`config.mk`:
```
export PLATFORM = sky130hd
export DESIGN_NAME = uart_top
export DESIGN_NICKNAME = d
export VERILOG_FILES = /design/src/logic/uart_pkg.sv /design/src/logic/baud_gen.sv /design/src/logic/uart_rx.sv /design/src/logic/uart_tx.sv /design/src/logic/uart_regs.sv /design/src/logic/uart_top.sv
export SDC_FILE = /design/constraint.sdc
export NUM_CORES = 1
export LEC_CHECK = 0
export ABC_AREA = 1
export BUFFER_PORTS_ARGS = -buffer_cell sky130_fd_sc_hd__buf_2
export CAP_MARGIN = 15
export CORE_ASPECT_RATIO = 1.75
export CORE_MARGIN = 8
export CORE_UTILIZATION = 43
export DETAILED_ROUTE_END_ITERATION = 7
export GPL_ROUTABILITY_DRIVEN = 0
export PLACE_DENSITY = 0.59
export SYNTH_ARGS = -nofsm -noshare
export SYNTH_HDL_FRONTEND = slang
export SYNTH_HIERARCHICAL = 1
export SYNTH_SLANG_ARGS = --single-unit
```
`constraint.sdc`:
```
create_clock -name clk -period 4.2 [get_ports clk]
set_input_delay 0.84 -clock clk [delete_from_list [all_inputs] [get_ports clk]]
set_output_delay 0.84 -clock clk [all_outputs]
set_load 0.01 [all_outputs]
```
`src/logic/uart_pkg.sv`:
```
package uart_pkg;

  localparam int wb_width = 32;

  // word addresses on the Wishbone port.
  typedef enum logic [1:0] {
    reg_data   = 2'd0,
    reg_status = 2'd1,
    reg_ctrl   = 2'd2
  } reg_addr_e;

  // CTRL register layout, parity enable sits at bit 16.
  typedef struct packed {
    logic        parity_enable;
    logic [15:0] divisor;       // clk cycles per tick, minus one.
  } uart_cfg_t;

  // one received frame.
  typedef struct packed {
    logic [7:0] data;           // zero filled above DATA_BITS.
    logic       parity_err;
    logic       frame_err;
  } rx_result_t;

endpackage

```
`src/logic/baud_gen.sv`:
```
`timescale 1ns/10ps

module baud_gen (
  input  logic        clk,
  input  logic        reset,
  input  logic [15:0] divisor,
  output logic        tick
);

  logic [15:0] count;

  // a new divisor is picked up only when the counter reloads.
  always_ff @(posedge clk or posedge reset) begin
    if (reset) begin
      count <= '0;
      tick  <= 1'b0;
    end else if (count == '0) begin
      count <= divisor;
      tick  <= 1'b1;
    end else begin
      count <= count - 1'b1;
      tick  <= 1'b0;
    end
  end

endmodule

```
`src/logic/uart_rx.sv`:
```
`timescale 1ns/10ps

module uart_rx #(
  parameter int DATA_BITS  = 8,
  parameter int OVS_FACTOR = 16
) (
  input  logic                 clk,
  input  logic                 reset,
  input  logic                 tick,
  input  logic                 rx_pin,
  input  logic                 parity_enable,
  output uart_pkg::rx_result_t rx_result,
  output logic                 rx_done
);

  localparam int os_w  = $clog2(OVS_FACTOR);
  localparam int idx_w = (DATA_BITS > 1) ? $clog2(DATA_BITS) : 1;
  localparam logic [os_w-1:0] mid_tick = os_w'(OVS_FACTOR / 2 - 1);
  localparam logic [os_w-1:0] last_tick = os_w'(OVS_FACTOR - 1);
  localparam logic [idx_w-1:0] last_bit = idx_w'(DATA_BITS - 1);

  typedef enum logic [2:0] {
    st_idle,
    st_start,
    st_data,
    st_parity,
    st_stop,
    st_done
  } rx_state_e;

  rx_state_e state;
  logic rx_meta;
  logic rx_sync;
  logic rx_prev;
  logic [os_w-1:0] os_count;
  logic [idx_w-1:0] bit_index;
  logic [DATA_BITS-1:0] rx_shift;
  logic parity_bad;
  logic counting;
  logic bit_sample;

  // counter restarts at the start bit mid-sample, so later samples land mid-bit.
  assign counting   = (state == st_data) || (state == st_parity) || (state == st_stop);
  assign bit_sample = tick && (os_count == last_tick);
  assign rx_done    = (state == st_done);

  always_ff @(posedge clk or posedge reset) begin
    if (reset) begin
      rx_meta <= 1'b1;
      rx_sync <= 1'b1;
    end else begin
      rx_meta <= rx_pin;
      rx_sync <= rx_meta;
    end
  end

  always_ff @(posedge clk or posedge reset) begin
    if (reset) begin
      state      <= st_idle;
      rx_prev    <= 1'b1;
      os_count   <= '0;
      bit_index  <= '0;
      parity_bad <= 1'b0;
    end else begin
      if (tick) rx_prev <= rx_sync;
      if (counting && tick) os_count <= (os_count == last_tick) ? '0 : os_count + 1'b1;
      case (state)
        st_idle: begin
          if (tick && rx_prev && !rx_sync) begin  // falling edge.
            state    <= st_start;
            os_count <= '0;
          end
        end
        st_start: begin
          if (tick) begin
            if (os_count == mid_tick) begin
              os_count   <= '0;
              bit_index  <= '0;
              parity_bad <= 1'b0;
              state      <= rx_sync ? st_idle : st_data;  // high here is a glitch.
            end else begin
              os_count <= os_count + 1'b1;
            end
          end
        end
        st_data: begin
          if (bit_sample) begin
            bit_index <= bit_index + 1'b1;
            if (bit_index == last_bit) state <= parity_enable ? st_parity : st_stop;
          end
        end
        st_parity: begin
          if (bit_sample) begin
            parity_bad <= ~(^rx_shift ^ rx_sync);  // even count of ones.
            state      <= st_stop;
          end
        end
        st_stop: begin
          if (bit_sample) state <= st_done;
        end
        st_done: state <= st_idle;
        default: state <= st_idle;
      endcase
    end
  end

  // data arrives LSB first.
  always_ff @(posedge clk) begin
    if (state == st_data && bit_sample) rx_shift <= {rx_sync, rx_shift[DATA_BITS-1:1]};
    if (state == st_stop && bit_sample) begin
      rx_result.data       <= 8'(rx_shift);
      rx_result.parity_err <= parity_bad;
      rx_result.frame_err  <= ~rx_sync;
    end
  end

endmodule

```
`src/logic/uart_tx.sv`:
```
`timescale 1ns/10ps

module uart_tx #(
  parameter int DATA_BITS  = 8,
  parameter int OVS_FACTOR = 16
) (
  input  logic                 clk,
  input  logic                 reset,
  input  logic                 tick,
  input  logic                 parity_enable,
  input  logic                 tx_start,
  input  logic [DATA_BITS-1:0] tx_data,
  output logic                 tx_pin,
  output logic                 tx_busy
);

  localparam int frame_w = DATA_BITS + 3;
  localparam int cnt_w   = $clog2(frame_w + 1);
  localparam int os_w    = $clog2(OVS_FACTOR);
  localparam logic [os_w-1:0] last_tick = os_w'(OVS_FACTOR - 1);

  logic [frame_w-1:0] shifter;
  logic [cnt_w-1:0] bits_left;
  logic [os_w-1:0] os_count;
  logic load;
  logic shift_now;
  logic parity_bit;

  assign load       = tx_start && !tx_busy;
  assign parity_bit = ~^tx_data;  // odd parity.
  assign shift_now  = tx_busy && tick && (os_count == '0) && (bits_left != '0);

  always_ff @(posedge clk or posedge reset) begin
    if (reset) begin
      tx_busy   <= 1'b0;
      tx_pin    <= 1'b1;
      os_count  <= '0;
      bits_left <= '0;
    end else if (load) begin
      tx_busy   <= 1'b1;
      os_count  <= '0;
      bits_left <= parity_enable ? cnt_w'(DATA_BITS + 3) : cnt_w'(DATA_BITS + 2);
    end else if (tx_busy && tick) begin
      os_count <= (os_count == last_tick) ? '0 : os_count + 1'b1;
      if (shift_now) begin
        tx_pin    <= shifter[0];
        bits_left <= bits_left - 1'b1;
      end else if (bits_left == '0 && os_count == last_tick) begin
        tx_busy <= 1'b0;  // end of the stop bit, line stays high.
      end
    end
  end

  // without parity the slot after the data is simply the stop bit.
  always_ff @(posedge clk) begin
    if (load) shifter <= {1'b1, parity_enable ? parity_bit : 1'b1, tx_data, 1'b0};
    else if (shift_now) shifter <= {1'b1, shifter[frame_w-1:1]};
  end

endmodule

```
`src/logic/uart_regs.sv`:
```
`timescale 1ns/10ps

module uart_regs #(
  parameter int DATA_BITS = 8
) (
  input  logic                          clk,
  input  logic                          reset,
  input  logic                          wb_cyc,
  input  logic                          wb_stb,
  input  logic                          wb_we,
  input  uart_pkg::reg_addr_e           wb_adr,
  input  logic [uart_pkg::wb_width-1:0] wb_dat_w,
  output logic [uart_pkg::wb_width-1:0] wb_dat_r,
  output logic                          wb_ack,
  input  uart_pkg::rx_result_t          rx_result,
  input  logic                          rx_done,
  input  logic                          tx_busy,
  output uart_pkg::uart_cfg_t           cfg,
  output logic                          tx_start,
  output logic [DATA_BITS-1:0]          tx_data
);

  import uart_pkg::*;

  rx_result_t rx_latch;
  logic rx_valid;
  logic overrun;
  logic access;
  logic wr_data;
  logic wr_ctrl;
  logic rd_data;
  logic rd_status;

  assign access    = wb_cyc && wb_stb && wb_ack;  // transfer completes on the ack edge.
  assign wr_data   = access && wb_we && (wb_adr == reg_data);
  assign wr_ctrl   = access && wb_we && (wb_adr == reg_ctrl);
  assign rd_data   = access && !wb_we && (wb_adr == reg_data);
  assign rd_status = access && !wb_we && (wb_adr == reg_status);

  always_ff @(posedge clk or posedge reset) begin
    if (reset) wb_ack <= 1'b0;
    else wb_ack <= wb_cyc && wb_stb && !wb_ack;
  end

  always_ff @(posedge clk or posedge reset) begin
    if (reset) begin
      cfg      <= '0;
      tx_start <= 1'b0;
      rx_latch <= '0;
      rx_valid <= 1'b0;
      overrun  <= 1'b0;
    end else begin
      tx_start <= wr_data && !tx_busy;  // busy transmitter drops the write.
      if (wr_ctrl) cfg <= uart_cfg_t'(wb_dat_w[$bits(uart_cfg_t)-1:0]);
      if (rd_data) rx_valid <= 1'b0;
      if (rd_status) overrun <= 1'b0;
      // a new frame wins over a clear in the same cycle.
      if (rx_done) begin
        rx_latch <= rx_result;
        rx_valid <= 1'b1;
        if (rx_valid && !rd_data) overrun <= 1'b1;
      end
    end
  end

  always_ff @(posedge clk) begin
    if (wr_data && !tx_busy) tx_data <= wb_dat_w[DATA_BITS-1:0];
  end

  always_comb begin
    case (wb_adr)
      reg_data:   wb_dat_r = wb_width'(rx_latch.data);
      reg_status: wb_dat_r = wb_width'({overrun, rx_latch.frame_err, rx_latch.parity_err,
                                        tx_busy, rx_valid});
      reg_ctrl:   wb_dat_r = wb_width'(cfg);
      default:    wb_dat_r = '0;
    endcase
  end

endmodule

```
`src/logic/uart_top.sv`:
```
`timescale 1ns/10ps

module uart_top #(
  parameter int DATA_BITS  = 8,
  parameter int OVS_FACTOR = 16
) (
  input  logic                          clk,
  input  logic                          reset,
  input  logic                          wb_cyc,
  input  logic                          wb_stb,
  input  logic                          wb_we,
  input  uart_pkg::reg_addr_e           wb_adr,
  input  logic [uart_pkg::wb_width-1:0] wb_dat_w,
  output logic [uart_pkg::wb_width-1:0] wb_dat_r,
  output logic                          wb_ack,
  input  logic                          rx_pin,
  output logic                          tx_pin
);

  import uart_pkg::*;

  uart_cfg_t cfg;
  rx_result_t rx_result;
  logic tick;
  logic rx_done;
  logic tx_start;
  logic tx_busy;
  logic [DATA_BITS-1:0] tx_data;

  uart_regs #(
    .DATA_BITS(DATA_BITS)
  ) regs_i (
    .clk      (clk),
    .reset    (reset),
    .wb_cyc   (wb_cyc),
    .wb_stb   (wb_stb),
    .wb_we    (wb_we),
    .wb_adr   (wb_adr),
    .wb_dat_w (wb_dat_w),
    .wb_dat_r (wb_dat_r),
    .wb_ack   (wb_ack),
    .rx_result(rx_result),
    .rx_done  (rx_done),
    .tx_busy  (tx_busy),
    .cfg      (cfg),
    .tx_start (tx_start),
    .tx_data  (tx_data)
  );

  // one tick source paces both directions.
  baud_gen baud_i (
    .clk    (clk),
    .reset  (reset),
    .divisor(cfg.divisor),
    .tick   (tick)
  );

  uart_rx #(
    .DATA_BITS (DATA_BITS),
    .OVS_FACTOR(OVS_FACTOR)
  ) rx_i (
    .clk          (clk),
    .reset        (reset),
    .tick         (tick),
    .rx_pin       (rx_pin),
    .parity_enable(cfg.parity_enable),
    .rx_result    (rx_result),
    .rx_done      (rx_done)
  );

  uart_tx #(
    .DATA_BITS (DATA_BITS),
    .OVS_FACTOR(OVS_FACTOR)
  ) tx_i (
    .clk          (clk),
    .reset        (reset),
    .tick         (tick),
    .parity_enable(cfg.parity_enable),
    .tx_start     (tx_start),
    .tx_data      (tx_data),
    .tx_pin       (tx_pin),
    .tx_busy      (tx_busy)
  );

endmodule

```
=== Word level (Yosys, flattened, before mapping) ===
Cells that the tools add are included.
W data, S select, Z words.

* Output and inout port bits: 34
* Bits of input ports: 40
* Flip-flop bits (word level): 108
* Word-level logic and storage cells: 152

* Reduce and logical (&&, ||, !) cells: 49
* Equality and inequality tests: 19
* Multiplexer cells: 46
* $add $sub $neg: 5
* Bitwise operators: 4

{| class="wikitable"
|+ Operators by type and width
! cell !! count
|-
| $pmux W17 S3 || 1
|-
| $mux W4 || 11
|-
| $mux W3 || 11
|-
| $logic_and A1 B1 Y1 || 22
|-
| $mux W10 || 2
|-
| $logic_not A16 Y1 || 1
|-
| $mux W16 || 1
|-
| $sub A16 B1 Y16 const B || 1
|-
| $mux W1 || 15
|-
| $pmux W3 S5 || 1
|-
| $ne A2 B1 Y1 const B || 6
|-
| $reduce_bool A2 Y1 || 6
|-
| $eq A3 B3 Y1 const B || 3
|-
| $add A4 B1 Y4 const B || 2
|-
| $eq A4 B4 Y1 const B || 2
|-
| $logic_not A4 Y1 || 2
|-
| $pmux W4 S2 || 1
|-
| $reduce_and A4 Y1 || 2
|-
| $reduce_xnor A8 Y1 || 1
|-
| $reduce_xor A8 Y1 || 1
|-
| $reduce_and A7 Y1 || 1
|-
| $eq A3 B2 Y1 const B || 2
|-
| $pmux W3 S2 || 1
|-
| $reduce_and A3 Y1 || 2
|-
| other kinds (17) || 25
|}

=== Logic depth before layout (Yosys ltp) ===
Gate-level depths: netlist of run 1.

* Depth in word-level cells: 8
* Gate-level depth with buffers: 10
* Mapped depth without buffers: 10

=== Modules after synthesis ===
Netlist of run 1, hierarchy kept.

{| class="wikitable"
|+ Modules (own cells, without submodules)
! module !! times used !! cells each !! area an instance (um^2) !! sequential area each (um^2)
|-
| uart_regs || 1 || 212 || 1815.5 || 1016.0
|-
| uart_rx || 1 || 175 || 1556.5 || 894.6
|-
| uart_tx || 1 || 146 || 1139.8 || 541.8
|-
| baud_gen || 1 || 156 || 1079.8 || 425.4
|}

=== Worst setup path before layout of run 1 ===
Ideal clock, no wire load.

* Kind: input-to-output
* From: input wb_adr[0]
* To: output wb_dat_r[5] (netlist bit)
* Buffers on the path: 0
* Arrival: 1.521 ns
* Stages: 3
* Path slack: 1.839 ns
* Required time: 3.360 ns
* Cells stage by stage: nor2_1 inv_1 o21ai_0

* Word-level cells in the longest chain between the ends: 2
* Elaborated cells on any way between the ends: 4
* Those cells by class: eq/ne: 2; mux: 1; reduce/logical: 1

{| class="wikitable"
|+ Ends and longest elaborated chain
! element !! line !! RTL
|-
| start: declaration || uart_top.sv:12 || <nowiki>input uart_pkg::reg_addr_e wb_adr,</nowiki>
|-
| $eq A2 B2 Y1, or another cell as far along || uart_regs.sv:71 || <nowiki>case (wb_adr)</nowiki>
|-
| $pmux W17 S3 * || uart_regs.sv:71 ||
|-
| end: declaration || uart_top.sv:14 || <nowiki>output logic [uart_pkg::wb_width-1:0] wb_dat_r,</nowiki>
|}

Every way passes the cells marked *; elsewhere a longest branch is shown, timed or not.

=== Worst setup path after layout of run 1 ===
Ends and elaborated chain as after synthesis.

==> impl_metrics.csv, run 1 <==
group,metric,value,unit
timing,tightest_slew,0.7737,ns
logic_synthesis,synth_edf_count,35,
critical_path,criticalPathCategory,"input port to primary output",
detailed_routing,drt_iter0_drc,155,
timing,fin_setup_tns,0,ns
clock_tree,clockRootBuffer,"clkbuf_16",
critical_path,crit_arrival,1.94,ns
status,status,"complete, no violations",
logic_synthesis,synthCells,689,
clock_tree,h-tree-depth,3,
detailed_routing,wl_per_cell,13.50,um
logic_synthesis,synth.area.top_cells,"dfrtp_1 30%, edfxtp_1 19%, nand2_1 17%, inv_1 5.5%, nand3_1 5.3%",
critical_path,endpoint_kind,"primary output",
power,p_per_area,481.1,mW/mm^2
critical_path,cp-startpoint,"wb_adr[0]",
clock_tree,ctsResizeCount,0,
timing,rsz0062_at_grt,"false",
timing,fin_crit_sh,66.18,%
detailed_routing,wl,12330,um
global_route,track_usage,15.00,%
finish,syn2layout_area_growth,12.20,%
timing,clock.fmax,359.8,MHz
critical_path,r2r_cells,5,
placed_design,numPortBuffers,43,
finish,insertedDiodeCount,0,
clock_tree,clock_latency,0.35,ns
critical_path,r2r-end,"rx_i/rx_result[8]$_DFFE_PP_",
global_route,grt_overflow,0,
logic_synthesis,ys_seq_area_share,51.47,%
floorplanning,die_w,102.2,um
critical_path,cp.required,3.36,ns
clock_tree,ctsLongestPathBuffers,2,
run,drv_cap,0,
clock_tree,cts.sink_count,108,
detailed_routing,drc,0,
detailed_routing,vias,4354,
finish,finalNetCount,786,
critical_path,crit_fanout,8,
critical_path,endpoint,"wb_dat_r[5]",
critical_path,reg2reg_slack,2.19,ns
detailed_routing,ant_nets,0,
global_route,grt_pass1_wl,20370,um
timing,whs,0.3581,ns
power,ir_drop,0.2818,mV
clock_tree,cts_hold_buf,0,
logic_synthesis,synth_cell_types,33,
logic_synthesis,syn_avg_cell_area,8.116,sq um
logic_synthesis,ys_ff_latch,108,
floorplanning,initial_core_util,43.69,%
detailed_routing,vias_per_cell,4.769,
finish,multiInputGateArea,0.002235,sq mm
finish,seqCellArea,0.002878,sq mm
logic_synthesis,synthArstFlopShare,66.67,%
global_route,grt_max_degree,27,
clock_tree,cts_setup_buffers,0,
floorplanning,ioPinCount,74,
clock_tree,cts_inserted_buffers,9,
floorplanning,core.rowCount,55,
timing,hold_viol_final,0,
finish,nFillCells,1278,
logic_synthesis,synth_top_area_share,30.43,%
global_route,grt_pass1_vias,4421,
floorplanning,die_y,166.9,um
finish,drive_above_1_share,14.82,%
global_route,grt_antenna_before_repair,0,
power,power_leakage,3.139,nW
floorplanning,coreArea,0.01280,sq mm
critical_path,cp-start-kind,"input port",
critical_path,rr_startpoint,"rx_i/os_count[0]$_DFF_PP0_",
placed_design,hpwl,9576,um
timing,relSlewSlack,48.23,%
detailed_routing,firstDrtPassIters,4,
timing,setup-violations-final,0,
floorplanning,die_area,0.01705,sq mm
timing,skew,0.008534,ns
logic_synthesis,syn-cell-area,0.005592,sq mm
worst_hold_path,hold_class,"register to register",
timing,period_minus_slack,2.779,ns
logic_synthesis,yosys_warnings,6,
timing,slew_violations,0,
logic_synthesis,synth_area_leader_cell,"dfrtp_1",
logic_synthesis,synthFlopType,"dfrtp_1",
clock_tree,clk_pin_slew,0.07,ns
clock_tree,cts_tree,"built",
registers in the layout (all words and copies together) (netlist names), 8 cells and up:
register         count
baud_i/count        16
regs_i/cfg          17
regs_i/rx_latch     10
regs_i/tx_data       8
rx_i/rx_result      10
rx_i/rx_shift        8
tx_i/shifter        10
worst min-delay path by stage:
stage	start	slack, ns	cells past startpoint	to
final	rx_i/rx_meta$_DFF_PP1_	0.36	0	rx_i/rx_sync$_DFF_PP1_
after global routing	rx_i/rx_meta$_DFF_PP1_	0.37	0	rx_i/rx_sync$_DFF_PP1_
after CTS	rx_i/rx_meta$_DFF_PP1_	0.36	0	rx_i/rx_sync$_DFF_PP1_
after detailed placement	rx_i/rx_meta$_DFF_PP1_	0.35	0	rx_i/rx_sync$_DFF_PP1_
after global placement	rx_i/rx_meta$_DFF_PP1_	0.35	0	rx_i/rx_sync$_DFF_PP1_
after floorplan	rx_i/rx_meta$_DFF_PP1_	0.35	0	rx_i/rx_sync$_DFF_PP1_
report_power, final:
part           total [mW]  switching [mW]  leakage, nW  internal, mW
clock network       0.929           0.397        0.163         0.532
registers            1.41           0.158         1.24          1.25
logic               0.677           0.431         1.74         0.245
total                3.02           0.987         3.14          2.03
worst max-delay path: stages:
cell,delay (ns)
buf_2,0.13
nor2_1,0.41
inv_1,0.12
o21ai_0,0.25
buf_2,0.18
cell usage after synthesis, types with 4 or more instances:
cell and instances:
ha_1 9, o211ai_1 5, nand3_1 59, inv_2 10
nor2_4 6, buf_4 18, nor2_1 49, nor2_2 11
nand2_2 10, nand2_1 253, edfxtp_1 35, xor2_1 8
dfstp_2 4, o21ai_1 10, dfrtp_1 68, inv_1 82
o21ai_0 27
cell families after synthesis:
logic type	Yosys count	synth area share (%)
xor gates and xnor gates	11	1.723
adders and majority gates	9	2.014
DFF	108	51.47
AOI/OAI and AO/OA	49	5.013
and+or+nand+nor	394	30.21
buffers and inverters	117	9.510
other	1	0.06706
routing by layer:
| metal | up-vias | global-route usage, % | routed length [um] |
|---|---|---|---|
| met4 | 0 | 5.398 | 182 |
| met3 | 14 | 2.589 | 403 |
| met1 | 2064 | 15.71 | 4796 |
| li1 | 2214 | - | - |
| met5 | - | 0 | 0 |
| met2 | 62 | 28.23 | 6947 |
layout by cell type, fill, tap and decap left out, types with 10 or more instances in the layout:
master and count:
nand2_1 253, inv_1 82, dfrtp_1 68, nand3_1 59, nor2_1 49, buf_2 43, edfxtp_1 35, o21ai_0 27
conb_1 15, nor2_2 11, inv_2 10, nand2_2 10, o21ai_1 10
area by class of cell:
class	instances	area share, %
Tap cell	171	3.410
Timing Repair Buffer	47	4.228
Sequential cell	108	45.87
Multi-Input combinational cell	478	35.62
Inverter	93	5.564
Clock buffer	9	3.590
Clock inverter	7	1.715
stage by stage:
stage	util, %	instances	area (sq um)	worst slack (ns)	total power, mW
5_1_grt	49.01	913	6274	1.319	3.211
4_1_cts	48.80	912	6246	1.414	3.048
6_report	49.01	913	6274	1.421	3.018
3_3_place_gp	46.20	896	5913	1.403	2.086
3_5_place_dp	46.20	896	5913	1.423	2.111
2_1_floorplan	-	703	5644	1.839	1.921
Note: power is estimated with default switching activity, not from simulation.
==> inputs of run 2 (changes only) <==
--- a/config.mk
+++ b/config.mk
@@ -5,7 +5,7 @@
 export SDC_FILE = /design/constraint.sdc
 export NUM_CORES = 1
 export LEC_CHECK = 0
-export ABC_AREA = 1
+export ABC_AREA = 0
 export BUFFER_PORTS_ARGS = -buffer_cell sky130_fd_sc_hd__buf_2
 export CAP_MARGIN = 15
 export CORE_ASPECT_RATIO = 1.75
@@ -13,7 +13,7 @@
 export CORE_UTILIZATION = 43
 export DETAILED_ROUTE_END_ITERATION = 7
 export GPL_ROUTABILITY_DRIVEN = 0
-export PLACE_DENSITY = 0.59
+export PLACE_DENSITY = 0.6
 export SYNTH_ARGS = -nofsm -noshare
 export SYNTH_HDL_FRONTEND = slang
 export SYNTH_HIERARCHICAL = 1
==> constraint.sdc (replaced) <==
create_clock -name clk -period 2.7 [get_ports clk]
set_input_delay 0.54 -clock clk [delete_from_list [all_inputs] [get_ports clk]]
set_output_delay 0.54 -clock clk [all_outputs]
set_load 0.01 [all_outputs]
==> run 2 against run 1 <==
  * Setup slack got worse by 1.1 ns
  * Sequential cell count did not move
  * Critical path type is now register to register
  * Critical path depth did not move
  * Via count fell by 21%
  * Combinational power rose by 47%
  * Power rose by 50%
  * Clock power rose by 32%
  * Global-route usage fell by 0.81 points
  * Core utilization fell by 0.20 points
  * First-iteration DRC count fell by 6.5%
==> impl_metrics.csv, run 2 <==
group,metric,value,unit
status,status,"complete, no violations",
timing,slew_violations,0,
clock_tree,cts.sink_count,108,
logic_synthesis,synth_top_area_share,32.33,%
clock_tree,clock_latency,0.34,ns
critical_path,rr_startpoint,"baud_i/count[8]$_DFF_PP0_",
clock_tree,cts_setup_buffers,0,
clock_tree,ctsResizeCount,0,
timing,fin_crit_sh,89.40,%
timing,rsz0062_at_grt,"false",
floorplanning,die_y,162.4,um
logic_synthesis,ys_ff_latch,108,
clock_tree,h-tree-depth,3,
critical_path,reg2reg_slack,0.29,ns
logic_synthesis,yosys_warnings,6,
timing,period_minus_slack,2.414,ns
clock_tree,clockRootBuffer,"clkbuf_16",
placed_design,placed_area,0.005584,sq mm
logic_synthesis,synth_xor_area_share,4.659,%
placed_design,hpwl,8194,um
floorplanning,die_w,99.64,um
critical_path,max_stage_delay,0.57,ns
finish,reg.largest.list,"regs_i/cfg: 17 flops, baud_i/count: 16 flops",
run,drv_cap,0,
placed_design,dp_cells,642,
critical_path,r2r-end,"baud_i/count[12]$_DFF_PP0_",
power,power_leakage,2.535,nW
critical_path,endpoint_kind,"register",
clock_tree,cts_inserted_buffers,9,
placed_design,dp_slack,0.2928,ns
logic_synthesis,synth_area_leader_cell,"dfrtp_1",
timing,whs,0.2361,ns
power,p_total,4.522,mW
logic_synthesis,synth.area.top_cells,"dfrtp_1 32%, edfxtp_1 20%, mux2_2 6.4%, xnor2_1 3.7%, buf_4 2.6%",
finish,mostFrequentLayoutCell,"dfrtp_1",
timing,fin_setup_tns,0,ns
critical_path,crit_path_cell_trace,"or4_4 -> or4b_4 -> or3_1 -> nor3b_1 -> a211o_1",
detailed_routing,ant_nets,0,
logic_synthesis,synthFlopType,"dfrtp_1",
floorplanning,initial_core_util,43.85,%
finish,fin_area,0.005859,sq mm
detailed_routing,wl,10830,um
detailed_routing,vias_per_cell,5.255,
timing,setup-violations-final,0,
global_route,track_usage,14.18,%
clock_tree,ctsLongestPathBuffers,2,
critical_path,cp-start-kind,"register",
logic_synthesis,synth_cell_types,73,
detailed_routing,drc,0,
timing,layout_setup_ws,0.2863,ns
clock_tree,cts_hold_buf,0,
logic_synthesis,synth_edf_count,35,
critical_path,crit_family,"simple AND/OR/NAND/NOR gates",
timing,relSlewSlack,56.64,%
critical_path,crit_fanout,5,
global_route,grt_antenna_before_repair,0,
global_route,grt_pass1_vias,3623,
floorplanning,die_area,0.01618,sq mm
finish,syn2layout_area_growth,11.31,%
critical_path,criticalPathCategory,"register to register",
logic_synthesis,synth-simple-area-share,14.14,%
finish,drive_above_1_share,24.75,%
finish,fin_cells,658,
power,ir_drop,0.4143,mV
logic_synthesis,muxShareOfSynthArea,8.415,%
logic_synthesis,synth.most_common_cell,"dfrtp_1",
global_route,grt_max_degree,23,
global_route,grt_pass1_wl,18080,um
logic_synthesis,ys_seq_area_share,54.67,%
critical_path,worst-path-buf-inv,0,
clock_tree,clk_pin_slew,0.07,ns
finish,top_register,"regs_i/cfg",
detailed_routing,drt_iter0_drc,145,
logic_synthesis,synth_compound_area_share,10.63,%
critical_path,cp.required,2.93,ns
finish,seqCellArea,0.002878,sq mm
timing,clock.fmax,414.3,MHz
timing,hold_viol_final,0,
power,p_per_area,771.7,mW/mm^2
logic_synthesis,syn-cell-area,0.005264,sq mm
logic_synthesis,ys_top_cells_by_count,"68 x dfrtp_1, 35 x edfxtp_1, 34 x nor2_1",
logic_synthesis,synth_fa_ha_area_share,2.139,%
logic_synthesis,syn_avg_cell_area,11.83,sq um
finish,final_core_util,48.82,%
floorplanning,coreArea,0.01200,sq mm
critical_path,cp_slowest_cell,"or4_4",
critical_path,r2r_cells,5,
finish,insertedDiodeCount,0,
floorplanning,ioPinCount,74,
detailed_routing,firstDrtPassIters,4,
worst_hold_path,hold_class,"input port to async pin",
logic_synthesis,synthCells,445,
critical_path,crit_arrival,2.64,ns
detailed_routing,wl_per_cell,16.45,um
timing,skew,0.006977,ns
finish,nFillCells,1079,
floorplanning,core.rowCount,53,
timing,tightest_slew,0.6497,ns
global_route,grt_overflow,0,
logic_synthesis,synthArstFlopShare,66.67,%
critical_path,worst-path-stages,5,
placed_design,numPortBuffers,43,
clock_tree,cts_tree,"built",
detailed_routing,vias,3458,
finish,final_cell_mix,"68 x dfrtp_1, 43 x buf_2, 35 x edfxtp_1",
logic_synthesis,synth_top_family_by_area,"simple AND/OR/NAND/NOR gates",
finish,largest_reg_flops,17,
finish,finalNetCount,537,
finish,multiInputGateArea,0.002161,sq mm
## run 2: kinds of logic (layout without fill, tap and decap cells)
kind of cell	after synthesis	count (layout)
adder cells (fa/ha/maj)	9	9
flip-flops	108	108
XOR/XNOR	28	28
other	1	15
AO/OA/AOI/OAI	82	82
buffers and inverters	49	83
multiplexers	40	40
AND/OR/NAND/NOR	128	128
## run 2: final cells by class
cell class	instances	share of cell area (%)
timing repair buffer	52	4.826
multi-input combinational	302	36.88
inverter	15	0.9609
clock inverter	6	0.7901
sequential	108	49.11
tap	165	3.523
clock buffer	10	3.908
## run 2: worst max-delay path by stage
stage	from	end
6_report	baud_i/count[8]$_DFF_PP0_	baud_i/count[12]$_DFF_PP0_
2_1_floorplan	baud_i/count[8]$_DFF_PP0_	baud_i/count[12]$_DFF_PP0_
3_3_place_gp	baud_i/count[8]$_DFF_PP0_	baud_i/count[12]$_DFF_PP0_
4_1_cts	baud_i/count[8]$_DFF_PP0_	baud_i/count[12]$_DFF_PP0_
3_5_place_dp	baud_i/count[8]$_DFF_PP0_	baud_i/count[12]$_DFF_PP0_
5_1_grt	baud_i/count[8]$_DFF_PP0_	baud_i/count[1]$_DFF_PP0_
## run 2: report_power, final
group | total [mW] | switching (mW) | internal, mW
combinational | 0.997 | 0.474 | 0.524
clock | 1.23 | 0.597 | 0.635
sequential | 2.29 | 0.331 | 1.96
## run 2: layer usage
metal | vias up | wire length, um | global-route usage [%]
met5 | - | 0 | 0
met4 | 0 | 291 | 6.925
met3 | 20 | 438 | 2.825
met2 | 76 | 5930 | 25.96
met1 | 1713 | 4165 | 15.00
li1 | 1649 | - | -
==> inputs of run 3 (changes only) <==
--- a/config.mk
+++ b/config.mk
@@ -13,7 +13,7 @@
 export CORE_UTILIZATION = 43
 export DETAILED_ROUTE_END_ITERATION = 7
 export GPL_ROUTABILITY_DRIVEN = 0
-export PLACE_DENSITY = 0.6
+export PLACE_DENSITY = 0.72
 export SYNTH_ARGS = -nofsm -noshare
 export SYNTH_HDL_FRONTEND = slang
 export SYNTH_HIERARCHICAL = 1
==> run 3 against run 2 <==
  * Sequential power hardly changed
  * Clock power up 15%
  * Highest routed layer unchanged
  * Largest cell class unchanged
  * Sequential share of layout area fell by 0.40 points
==> impl_metrics.csv, run 3 (synthesis results as in run 2) <==
group,metric,value,unit
status,status,"complete, no violations",
critical_path,endpoint_kind,"register",
finish,finalNetCount,536,
global_route,grt_pass1_wl,17800,um
floorplanning,die_y,162.4,um
clock_tree,cts_hold_buf,0,
finish,seqCellArea,0.002878,sq mm
critical_path,max_stage_delay,0.58,ns
clock_tree,clockRootBuffer,"clkbuf_16",
timing,layout_setup_ws,0.2861,ns
finish,insertedDiodeCount,0,
floorplanning,initial_core_util,43.85,%
floorplanning,coreArea,0.01200,sq mm
power,seqPwrFrac,48.8,%
placed_design,hpwl,8111,um
clock_tree,cts.sink_count,108,
critical_path,cp.required,2.93,ns
clock_tree,clk_pin_slew,0.07,ns
global_route,track_usage,13.94,%
detailed_routing,vias_per_cell,5.169,
finish,fin_area,0.005907,sq mm
critical_path,crit_path_cell_trace,"or4_4 -> or4b_4 -> or3_1 -> nor3b_1 -> a211o_1",
run,drv_cap,0,
timing,fin_setup_tns,0,ns
critical_path,criticalPathCategory,"register to register",
finish,syn2layout_area_growth,12.22,%
detailed_routing,firstDrtPassIters,4,
global_route,grt_pass1_vias,3552,
finish,largest_reg_flops,17,
global_route,grt_overflow,0,
finish,multiInputGateArea,0.002161,sq mm
power,combPwrFrac,21.1,%
placed_design,numPortBuffers,43,
clock_tree,cts_inserted_buffers,9,
timing,relSlewSlack,49.87,%
power,p_sw,1.391,mW
finish,final_cell_mix,"68 x dfrtp_1, 43 x buf_2, 35 x edfxtp_1",
placed_design,placed_area,0.005577,sq mm
finish,top_register,"regs_i/cfg",
critical_path,cp-start-kind,"register",
finish,drive_above_1_share,24.80,%
power,clkPwrFrac,30.1,%
placed_design,dp_slack,0.2926,ns
detailed_routing,wl,10650,um
global_route,grt_max_degree,28,
floorplanning,ioPinCount,74,
timing,setup-violations-final,0,
finish,mostFrequentLayoutCell,"dfrtp_1",
clock_tree,ctsResizeCount,0,
power,ir_drop,0.4361,mV
critical_path,rr_startpoint,"baud_i/count[8]$_DFF_PP0_",
detailed_routing,ant_nets,0,
finish,reg.largest.list,"regs_i/cfg: 17 flops, baud_i/count: 16 flops",
clock_tree,cts_setup_buffers,0,
timing,rsz0062_at_grt,"false",
finish,nFillCells,1039,
detailed_routing,vias,3396,
timing,tightest_slew,0.7520,ns
timing,clock.fmax,414.3,MHz
detailed_routing,wl_per_cell,16.21,um
timing,skew,0.006886,ns
global_route,grt_antenna_before_repair,0,
critical_path,crit_arrival,2.64,ns
worst_hold_path,hold_class,"input port to async pin",
detailed_routing,drc,0,
timing,hold_viol_final,0,
critical_path,cp_slowest_cell,"or4_4",
floorplanning,core.rowCount,53,
detailed_routing,drt_iter0_drc,110,
clock_tree,h-tree-depth,3,
power,p_int,3.308,mW
clock_tree,clock_latency,0.34,ns
clock_tree,ctsLongestPathBuffers,2,
clock_tree,cts_tree,"built",
critical_path,crit_fanout,5,
power,power_leakage,2.554,nW
critical_path,cp-startpoint,"baud_i/count[8]$_DFF_PP0_",
timing,slew_violations,0,
timing,period_minus_slack,2.414,ns
timing,fin_crit_sh,89.40,%
floorplanning,die_w,99.64,um
power,p_per_area,795.5,mW/mm^2
power,p_sw_share,29.60,%
floorplanning,die_area,0.01618,sq mm
==> run 3: worst paths after layout <==
check / endpoint / slack [ns] / depth (start not counted)
max: baud_i/count[12]$_DFF_PP0_ / 0.29 / 5
min: regs_i/cfg[7]$_DFFE_PP0P_ / 0.14 / 2
max reg2reg: baud_i/count[12]$_DFF_PP0_ / 0.29 / 5
min reg2reg: rx_i/rx_sync$_DFF_PP1_ / 0.36 / 0
max in group asynchronous: baud_i/count[7]$_DFF_PP0_ / 1.94 / 2
min in group clk: rx_i/rx_meta$_DFF_PP1_ / 0.29 / 1
==> run 3: through the flow <==
step                cells  total power, mW  util (%)  hold WS (ns)
finish                657            4.699     49.21        0.1352
global route          657            4.968     49.21        0.1414
CTS                   657            4.732     49.21        0.1270
detailed placement    641            3.312     46.46        0.3510
global placement      641            3.261     46.46        0.3503
floorplan             459            3.080         -        0.3452
==> run 3: critical path, delay by kind of cell (launching register included) <==
kind	cells	cell delay [ns]
and+or+nand+nor	4	1.63
AOI/OAI and AO/OA	1	0.27
DFF	1	0.41
==> run 3: final cells by class <==
type	count	area share [%]
sequential	108	48.72
multi-input combinational	302	36.58
timing repair buffer	51	4.660
clock buffer	10	3.876
tap	165	3.495
clock inverter	6	1.716
inverter	15	0.9532
==> run 3: power by group through the flow <==
stage	clock (mW)	combinational (mW)	sequential, mW
6_report	1.42	0.992	2.29
5_1_grt	1.51	1.12	2.34
4_1_cts	1.44	0.999	2.29
3_5_place_dp	0	0.992	2.32
3_3_place_gp	0	0.961	2.30
2_1_floorplan	0	0.916	2.16
==> run 3: per-layer routing <==
layer	share of wire, %	GRT usage [%]
met1	37	14.26
met2	57	26.51
met3	3.1	2.269
met4	2.5	6.648
met5	0	0
